--- config.mk ---
export PLATFORM = sky130hd
export DESIGN_NAME = aste_field_top
export DESIGN_NICKNAME = d
export VERILOG_FILES = /design/src/hw/geom_pkg.sv /design/src/hw/bus_pkg.sv /design/src/hw/aste_field_top.sv /design/src/hw/aste_table.sv /design/src/hw/collide_stage.sv /design/src/hw/move_stage.sv /design/src/hw/sweep_fetch.sv /design/src/hw/wb_field_port.sv
export VERILOG_INCLUDE_DIRS = /design/src /design/src/hw
export SDC_FILE = /design/constraint.sdc
export NUM_CORES = 1
export LEC_CHECK = 0
export CORE_UTILIZATION = 30
export CTS_CLUSTER_SIZE = 12
export DETAILED_ROUTE_END_ITERATION = 10
export DONT_BUFFER_PORTS = 1
export PLACE_DENSITY_LB_ADDON = 0.1
export SLEW_MARGIN = 40
export SYNTH_ARGS = -nofsm -noshare
export SYNTH_HDL_FRONTEND = slang
export SYNTH_HIERARCHICAL = 1
export SYNTH_SLANG_ARGS = --single-unit
--- constraint.sdc ---
create_clock -name clock -period 2.7 [get_ports clock]
set_input_delay 0.27 -clock clock [delete_from_list [all_inputs] [get_ports clock]]
set_output_delay 0.27 -clock clock [all_outputs]
set_load 0.005 [all_outputs]
--- src/hw/field_macros.svh ---
`ifndef FIELD_MACROS_SVH
`define FIELD_MACROS_SVH

// ~~~~~~~~~~~~~~~~~~~~~~~~~~~~~~
// Field geometry.
// ~~~~~~~~~~~~~~~~~~~~~~~~~~~~~~

// Number of asteroid entries in the table.
`define FIELD_DEPTH 16

// Width of one grid coordinate, the grid wraps at 2**COOR_W.
`define COOR_W 4

// ~~~~~~~~~~~~~~~~~~~~~~~~~~~~~~
// Register map word addresses.
// ~~~~~~~~~~~~~~~~~~~~~~~~~~~~~~

// Words 0 to FIELD_DEPTH-1 map the table entries.
`define ADDR_SHIP 16

// Write bit 0 to start a sweep, read for status.
`define ADDR_CTRL 17

`endif

--- src/hw/geom_pkg.sv ---
`default_nettype none

`include "field_macros.svh"

package geom_pkg;

    typedef logic [`COOR_W-1:0] coor_t;
    typedef logic [$clog2(`FIELD_DEPTH)-1:0] entry_idx_t;
    typedef logic [4:0] hit_count_t;

    // One step per sweep along a single axis.
    typedef enum logic [1:0] {
        MOVE_X_INC = 2'b00,
        MOVE_X_DEC = 2'b01,
        MOVE_Y_INC = 2'b10,
        MOVE_Y_DEC = 2'b11
    } move_op_t;

    // Table word, the bus sees it in the low 12 data bits.
    typedef struct packed {
        logic     loaded;
        logic     destroyed;
        coor_t    x;
        coor_t    y;
        move_op_t op;
    } aste_entry_t;

    // Item handed from one sweep stage to the next.
    typedef struct packed {
        logic        valid;
        entry_idx_t  idx;
        aste_entry_t entry;
    } stage_item_t;

    typedef struct packed {
        coor_t x;
        coor_t y;
    } ship_pos_t;

endpackage

`default_nettype wire

--- src/hw/bus_pkg.sv ---
`default_nettype none

package bus_pkg;

    typedef logic [4:0]  wb_adr_t;
    typedef logic [15:0] wb_data_t;

    // Master to slave, held until ack.
    typedef struct packed {
        logic     cyc;
        logic     stb;
        logic     we;
        wb_adr_t  adr;
        wb_data_t dat_w;
    } wb_req_t;

    // Slave to master.
    typedef struct packed {
        logic     ack;
        wb_data_t dat_r;
    } wb_rsp_t;

    // Read back at ADDR_CTRL, zero extended to the data width.
    typedef struct packed {
        logic                 busy;
        logic                 done;
        geom_pkg::hit_count_t hits;
    } field_status_t;

endpackage

`default_nettype wire

--- src/hw/aste_field_top.sv ---
`default_nettype none

module aste_field_top (
    input  wire                   clock,
    input  wire                   rst,
    input  wire bus_pkg::wb_req_t wb_req,
    output bus_pkg::wb_rsp_t      wb_rsp
);
    import geom_pkg::*;

    entry_idx_t  host_addr;
    logic        host_we;
    aste_entry_t host_wdata;
    aste_entry_t host_rdata;
    logic        start;
    ship_pos_t   ship_pos;
    logic        busy;
    logic        done;
    hit_count_t  hits;
    entry_idx_t  rd_idx;
    aste_entry_t rd_entry;
    stage_item_t fetch_item;
    stage_item_t move_item;
    logic        wb_en;
    entry_idx_t  wb_idx;
    aste_entry_t wb_entry;

    wb_field_port u_wb_field_port (
        .clock      (clock),
        .rst        (rst),
        .wb_req     (wb_req),
        .host_rdata (host_rdata),
        .busy       (busy),
        .done       (done),
        .hits       (hits),
        .wb_rsp     (wb_rsp),
        .host_addr  (host_addr),
        .host_we    (host_we),
        .host_wdata (host_wdata),
        .start      (start),
        .ship_pos   (ship_pos)
    );

    aste_table u_aste_table (
        .clock      (clock),
        .host_addr  (host_addr),
        .host_we    (host_we),
        .host_wdata (host_wdata),
        .rd_idx     (rd_idx),
        .wb_en      (wb_en),
        .wb_idx     (wb_idx),
        .wb_entry   (wb_entry),
        .host_rdata (host_rdata),
        .rd_entry   (rd_entry)
    );

    // ~~~~~~~~~~~~~~~~~~~~~~~~~~~~~~
    // Sweep pipeline.
    // ~~~~~~~~~~~~~~~~~~~~~~~~~~~~~~

    sweep_fetch u_sweep_fetch (
        .clock      (clock),
        .rst        (rst),
        .start      (start),
        .rd_idx     (rd_idx),
        .fetch_item (fetch_item),
        .busy       (busy),
        .done       (done)
    );

    move_stage u_move_stage (
        .clock    (clock),
        .rst      (rst),
        .in_item  (fetch_item),
        .in_entry (rd_entry),
        .out_item (move_item)
    );

    collide_stage u_collide_stage (
        .clock    (clock),
        .rst      (rst),
        .start    (start),
        .in_item  (move_item),
        .ship_pos (ship_pos),
        .wb_en    (wb_en),
        .wb_idx   (wb_idx),
        .wb_entry (wb_entry),
        .hits     (hits)
    );

endmodule

`default_nettype wire

--- src/hw/aste_table.sv ---
`default_nettype none

`include "field_macros.svh"

module aste_table (
    input  wire                        clock,
    input  wire geom_pkg::entry_idx_t  host_addr,
    input  wire                        host_we,
    input  wire geom_pkg::aste_entry_t host_wdata,
    input  wire geom_pkg::entry_idx_t  rd_idx,
    input  wire                        wb_en,
    input  wire geom_pkg::entry_idx_t  wb_idx,
    input  wire geom_pkg::aste_entry_t wb_entry,
    output geom_pkg::aste_entry_t      host_rdata,
    output geom_pkg::aste_entry_t      rd_entry
);
    import geom_pkg::*;

    aste_entry_t mem [`FIELD_DEPTH];

    // Host port shares one address for read and write.
    // Sweep port reads for fetch and writes for collide.
    always_ff @(posedge clock) begin
        if (host_we) begin
            mem[host_addr] <= host_wdata;
        end
        if (wb_en) begin
            mem[wb_idx] <= wb_entry;
        end
        host_rdata <= mem[host_addr];
        rd_entry   <= mem[rd_idx];
    end

    // The bus port holds host writes back for the whole sweep.
    assert property (@(posedge clock) !(host_we && wb_en));

endmodule

`default_nettype wire

--- src/hw/collide_stage.sv ---
`default_nettype none

module collide_stage (
    input  wire                        clock,
    input  wire                        rst,
    input  wire                        start,
    input  wire geom_pkg::stage_item_t in_item,
    input  wire geom_pkg::ship_pos_t   ship_pos,
    output logic                       wb_en,
    output geom_pkg::entry_idx_t       wb_idx,
    output geom_pkg::aste_entry_t      wb_entry,
    output geom_pkg::hit_count_t       hits
);
    import geom_pkg::*;

    localparam hit_count_t HITS_MAX = '1;

    logic        live;
    logic        hit;
    aste_entry_t result;

    assign live = in_item.valid && in_item.entry.loaded && !in_item.entry.destroyed;

    // A hit needs the moved position on the ship square.
    assign hit = live
               && (in_item.entry.x == ship_pos.x)
               && (in_item.entry.y == ship_pos.y);

    always_comb begin
        result = in_item.entry;
        if (hit) begin
            result.destroyed = 1'b1;
        end
    end

    always_ff @(posedge clock) begin
        if (rst) begin
            wb_en <= 1'b0;
            hits  <= '0;
        end else begin
            wb_en <= in_item.valid;
            if (start) begin
                hits <= '0;
            end else if (hit && (hits != HITS_MAX)) begin
                hits <= hits + hit_count_t'(1);
            end
        end
    end

    // Every valid item goes back, moved or not.
    always_ff @(posedge clock) begin
        wb_idx   <= in_item.idx;
        wb_entry <= result;
    end

endmodule

`default_nettype wire

--- src/hw/move_stage.sv ---
`default_nettype none

module move_stage (
    input  wire                        clock,
    input  wire                        rst,
    input  wire geom_pkg::stage_item_t in_item,
    input  wire geom_pkg::aste_entry_t in_entry,
    output geom_pkg::stage_item_t      out_item
);
    import geom_pkg::*;

    stage_item_t merged;
    aste_entry_t moved;
    logic        live;
    logic        out_valid;
    entry_idx_t  out_idx;
    aste_entry_t out_entry;

    // Table data arrives one cycle after the index was issued.
    always_comb begin
        merged       = in_item;
        merged.entry = in_entry;
    end

    assign live = merged.valid && merged.entry.loaded && !merged.entry.destroyed;

    // Coordinates wrap at the grid edge.
    always_comb begin
        moved = merged.entry;
        if (live) begin
            case (merged.entry.op)
                MOVE_X_INC: moved.x = merged.entry.x + coor_t'(1);
                MOVE_X_DEC: moved.x = merged.entry.x - coor_t'(1);
                MOVE_Y_INC: moved.y = merged.entry.y + coor_t'(1);
                MOVE_Y_DEC: moved.y = merged.entry.y - coor_t'(1);
            endcase
        end
    end

    always_ff @(posedge clock) begin
        if (rst) begin
            out_valid <= 1'b0;
        end else begin
            out_valid <= merged.valid;
        end
    end

    always_ff @(posedge clock) begin
        out_idx   <= merged.idx;
        out_entry <= moved;
    end

    assign out_item = '{valid: out_valid, idx: out_idx, entry: out_entry};

endmodule

`default_nettype wire

--- src/hw/sweep_fetch.sv ---
`default_nettype none

`include "field_macros.svh"

module sweep_fetch (
    input  wire                    clock,
    input  wire                    rst,
    input  wire                    start,
    output geom_pkg::entry_idx_t   rd_idx,
    output geom_pkg::stage_item_t  fetch_item,
    output logic                   busy,
    output logic                   done
);
    import geom_pkg::*;

    localparam entry_idx_t LAST_IDX = entry_idx_t'(`FIELD_DEPTH - 1);

    typedef enum logic [1:0] {
        IDLE,
        FETCH,
        DRAIN
    } state_t;

    state_t     state;
    entry_idx_t cnt;
    logic [1:0] drain_cnt;
    logic       item_valid;
    entry_idx_t item_idx;

    assign rd_idx = cnt;

    // Entry half is filled by move from the table read data.
    assign fetch_item = '{valid: item_valid, idx: item_idx, entry: '0};

    always_ff @(posedge clock) begin
        if (rst) begin
            state      <= IDLE;
            cnt        <= '0;
            drain_cnt  <= '0;
            item_valid <= 1'b0;
            busy       <= 1'b0;
            done       <= 1'b0;
        end else begin
            item_valid <= 1'b0;
            case (state)
                IDLE: begin
                    if (start) begin
                        state <= FETCH;
                        cnt   <= '0;
                        busy  <= 1'b1;
                        done  <= 1'b0;
                    end
                end
                FETCH: begin
                    item_valid <= 1'b1;
                    cnt        <= cnt + entry_idx_t'(1);
                    if (cnt == LAST_IDX) begin
                        state     <= DRAIN;
                        drain_cnt <= 2'd2;
                    end
                end
                DRAIN: begin
                    // Fetch, move and collide registers still hold items.
                    if (drain_cnt == 2'd0) begin
                        state <= IDLE;
                        busy  <= 1'b0;
                        done  <= 1'b1;
                    end else begin
                        drain_cnt <= drain_cnt - 2'd1;
                    end
                end
                default: state <= IDLE;
            endcase
        end
    end

    always_ff @(posedge clock) begin
        if (state == FETCH) begin
            item_idx <= cnt;
        end
    end

    // The bus port only lets a control write through once busy is low.
    assert property (@(posedge clock) disable iff (rst) start |-> !busy);

endmodule

`default_nettype wire

--- src/hw/wb_field_port.sv ---
`default_nettype none

`include "field_macros.svh"

module wb_field_port (
    input  wire                        clock,
    input  wire                        rst,
    input  wire bus_pkg::wb_req_t      wb_req,
    input  wire geom_pkg::aste_entry_t host_rdata,
    input  wire                        busy,
    input  wire                        done,
    input  wire geom_pkg::hit_count_t  hits,
    output bus_pkg::wb_rsp_t           wb_rsp,
    output geom_pkg::entry_idx_t       host_addr,
    output logic                       host_we,
    output geom_pkg::aste_entry_t      host_wdata,
    output logic                       start,
    output geom_pkg::ship_pos_t        ship_pos
);
    import geom_pkg::*;
    import bus_pkg::*;

    localparam int ENTRY_W  = $bits(aste_entry_t);
    localparam int SHIP_W   = $bits(ship_pos_t);
    localparam int STATUS_W = $bits(field_status_t);
    localparam int IDX_W    = $bits(entry_idx_t);

    typedef enum logic [1:0] {
        IDLE,
        WAIT,
        ACK
    } state_t;

    state_t        state;
    ship_pos_t     ship_reg;
    logic          req;
    logic          is_table;
    logic          is_ship;
    logic          is_ctrl;
    logic          stall;
    logic          wr_ack;
    field_status_t status;

    // ~~~~~~~~~~~~~~~~~~~~~~~~~~~~~~
    // Address decode.
    // ~~~~~~~~~~~~~~~~~~~~~~~~~~~~~~

    assign req      = wb_req.cyc && wb_req.stb;
    assign is_table = wb_req.adr < wb_adr_t'(`FIELD_DEPTH);
    assign is_ship  = wb_req.adr == wb_adr_t'(`ADDR_SHIP);
    assign is_ctrl  = wb_req.adr == wb_adr_t'(`ADDR_CTRL);

    // Only the status read gets through while a sweep is running.
    assign stall  = busy && !(is_ctrl && !wb_req.we);
    assign wr_ack = (state == ACK) && wb_req.we;

    assign host_addr  = wb_req.adr[IDX_W-1:0];
    assign host_wdata = wb_req.dat_w[ENTRY_W-1:0];
    assign host_we    = wr_ack && is_table;
    assign start      = wr_ack && is_ctrl && wb_req.dat_w[0];
    assign ship_pos   = ship_reg;
    assign status     = '{busy: busy, done: done, hits: hits};

    // WAIT gives the table one cycle for its registered read.
    always_ff @(posedge clock) begin
        if (rst) begin
            state <= IDLE;
        end else begin
            case (state)
                IDLE: begin
                    if (req) begin
                        state <= WAIT;
                    end
                end
                WAIT: begin
                    if (!req) begin
                        state <= IDLE;
                    end else if (!stall) begin
                        state <= ACK;
                    end
                end
                ACK:     state <= IDLE;
                default: state <= IDLE;
            endcase
        end
    end

    always_ff @(posedge clock) begin
        if (rst) begin
            ship_reg <= '0;
        end else if (wr_ack && is_ship) begin
            ship_reg <= wb_req.dat_w[SHIP_W-1:0];
        end
    end

    // ~~~~~~~~~~~~~~~~~~~~~~~~~~~~~~
    // Read data.
    // ~~~~~~~~~~~~~~~~~~~~~~~~~~~~~~

    always_comb begin
        wb_rsp     = '0;
        wb_rsp.ack = (state == ACK);
        if ((state == ACK) && !wb_req.we) begin
            if (is_table) begin
                wb_rsp.dat_r[ENTRY_W-1:0] = host_rdata;
            end else if (is_ship) begin
                wb_rsp.dat_r[SHIP_W-1:0] = ship_reg;
            end else if (is_ctrl) begin
                wb_rsp.dat_r[STATUS_W-1:0] = status;
            end
        end
    end

    assert property (@(posedge clock) disable iff (rst) wb_rsp.ack |=> !wb_rsp.ack);

    // Table and ship accesses never complete inside a sweep.
    assert property (@(posedge clock) disable iff (rst)
        (wb_rsp.ack && !is_ctrl) |-> !busy);

endmodule

`default_nettype wire

==> metrics.csv <==
stage;metric;value;unit
run_status;outcome;finished clean;
setup_path;worstPathRequired;2.92;ns
timing;layout_min_cycle_time;2.28;ns
grt;grt_max_degree;64;
clock_network;clk_pin_slew;0.05;ns
final_layout;fin_nets;1022;
power;p_per_area;589;nW/um^2
floorplan;num_io_pins;43;
setup_path;endpoint_kind;flip-flop;
placement;gp_congestion;0.777;
setup_path;cp_max_fo;12;
final_layout;syn_to_final_growth;14.3;%
detailed_routing;drt-total-wl;43900;microns
clock_network;cts_root_buf;clkbuf_16;
timing;slew_violations;0;
floorplan;dieArea;49500;sq um
detailed_routing;drcViolationCount;0;
power;p_leak;0.00561;uW
placement;dpl_cell_area;15200;sq um
floorplan;core;47800;sq um
setup_path;regToRegSetupSlack;0.42;ns
final_layout;utilization;34.8;%
synthesis;netlist_instances;979;
grt;grt_pass1_wl;63400;microns
placement;dp_hpwl;28300;microns
synthesis;syn_area_per_cell;14.9;sq um
setup_path;r2r-end;u_aste_table/mem[4][2]$_DFFE_PP_;
min_path;hp-class;in2reg;
power;vdd_drop_max;328;uV
timing;min_period_over_period;84.6;%
detailed_routing;drt_iter0_markers;498;
floorplan;die_y;223;microns
setup_path;r2r-start;u_wb_field_port/state[0]$_SDFFE_PP0P_;
floorplan;initial_core_util;30.5;%
detailed_routing;vias;8605;
clock_network;insertion_delay;0.55;ns
setup_path;cp_data_arrival_time;2.51;ns
synthesis;yosys_warnings;6;
min_path;min_to;u_wb_field_port/state[0]$_SDFFE_PP0P_;
clock_network;cts_buffers;37;
final_layout;stdcell_count;1634;
job;drv_cap;0;
timing;setup_tns;0;ns
placement;io_buffers;0;
grt;antenna_found_initial;2;
clock_network;cts_sinks;280;
detailed_routing;viasPerCell;5.27;
setup_path;r2r_cells;5;
final_layout;layout-drive-gt1-share;41.6;%
timing;max_freq;0.438;GHz
floorplan;die_x;223;microns
detailed_routing;post_drt_wl_per_cell;26.9;microns
timing;worst_pin_slew;0.821;ns
detailed_routing;ant_nets;0;
setup_path;start_kind;flip-flop;
final_layout;fin_area;16700;sq um
min_path;holdPathStages;3;
floorplan;num_rows;80;
min_path;hp-start;wb_req[16];
timing;fin_skew;0.0176;ns
grt;grt_util_all_layers;17.9;%
grt;grt_pass1_vias;8787;
timing;setup_viol;0;
placement;place_inst;1541;
setup_path;path_class;reg2reg;
clock_network;cts.path.max_buffers;3;
clock_network;ctsResizeCount;0;
timing;rsz0062_at_grt;no;
grt;grt_overflow;0;
timing;final_hold_viol_count;0;
clock_network;cts_tree;built;
clock_network;htreeDepth;2;
timing;relSlewSlack;45.1;%
detailed_routing;firstDrtPassIters;5;
synthesis;syn_area;14600;sq um
-- stage by stage --
step	worst slack (ns)	hold WS (ns)	power, uW
6_report	0.416	0.0412	9810
5_1_grt	0.305	0.0303	10100
4_1_cts	0.419	0.00496	9980
3_5_place_dp	0.428	0.319	5030
3_3_place_gp	0.434	0.315	5020
2_1_floorplan	0.163	0.310	5050
-- critical path, cell delays in order (launching register included) --
cell      delay, ns
dfxtp_1        0.33
nand3b_1       0.26
nor2_1         0.35
or3b_2         0.55
o21ai_1        0.14
buf_4          0.31
-- flip-flops by register name, summed over array words and instances (netlist names), 5 cells and up --
signal,flops
u_collide_stage/hits,5
u_move_stage/out_item,12
u_aste_table/mem,192
u_wb_field_port/ship_pos,8
u_aste_table/host_rdata,12
u_aste_table/rd_entry,12
u_collide_stage/wb_entry,12
-- cells in the final DEF, fill, tap and decap left out, types with 3 or more instances in the layout --
| cell | n |
|---|---|
| nand2b_1 | 28 |
| ha_1 | 6 |
| o22ai_2 | 3 |
| a21oi_1 | 15 |
| mux2i_1 | 14 |
| clkinv_1 | 3 |
| xor2_1 | 11 |
| clkbuf_1 | 13 |
| clkbuf_16 | 41 |
| nor2b_1 | 15 |
| a22oi_1 | 49 |
| mux4_2 | 96 |
| nand3b_1 | 5 |
| inv_1 | 3 |
| buf_4 | 41 |
| clkinv_2 | 5 |
| mux2_2 | 182 |
| nand4_1 | 3 |
| buf_12 | 4 |
| dfxtp_1 | 81 |
| buf_2 | 4 |
| nand3_1 | 5 |
| or3_1 | 6 |
| nor2_1 | 30 |
| conb_1 | 4 |
| o21ai_1 | 6 |
| o22ai_1 | 6 |
| nand2_1 | 42 |
| dlygate4sd3_1 | 20 |
| o21ai_0 | 3 |
| and2_1 | 6 |
| xnor2_1 | 5 |
| edfxtp_1 | 196 |
| mux2_4 | 18 |
-- where the power goes --
part / leakage, uW / switching (uW) / internal (uW)
sequential: 0.00246 / 5.90 / 4610
combinational: 0.00257 / 186 / 225
clock: 0.000580 / 1890 / 2890
total: 0.00561 / 2090 / 7720
-- timing repair --
action / in CTS / in global routing
hold endpoints to repair: 220 / 0
setup buffers: 0 / 0
hold buffers: 25 / 0
-- area by class of cell --
cell class	count	area (sq um)
sequential	280	7570
tap	615	769
multi-input combinational	598	6520
clock inverter	12	87.6
inverter	4	15.0
timing repair buffer	69	608
fill	4641	31200
antenna	1	2.50
clock buffer	55	1090
-- how the worst max path moves through the flow --
stage,startpoint,to,slack (ns)
floorplan,wb_req[16],u_aste_table/mem[0][0]$_DFFE_PP_,0.16
detailed placement,u_wb_field_port/state[0]$_SDFFE_PP0P_,u_aste_table/mem[4][2]$_DFFE_PP_,0.43
global route,u_wb_field_port/state[0]$_SDFFE_PP0P_,u_aste_table/mem[4][2]$_DFFE_PP_,0.30
CTS,u_wb_field_port/state[0]$_SDFFE_PP0P_,u_aste_table/mem[4][8]$_DFFE_PP_,0.42
finish,u_wb_field_port/state[0]$_SDFFE_PP0P_,u_aste_table/mem[4][2]$_DFFE_PP_,0.42
global placement,u_wb_field_port/state[0]$_SDFFE_PP0P_,u_aste_table/mem[4][2]$_DFFE_PP_,0.43
-- layer usage --
metal,track usage (%),share of wire [%],up-vias
met2,29.8,49,182
met3,2.75,3.9,35
met1,24.7,45,4528
met5,0,0.030,-
li1,-,-,3858
met4,3.80,1.3,2
No activity file was read; power rests on OpenSTA's default activity.
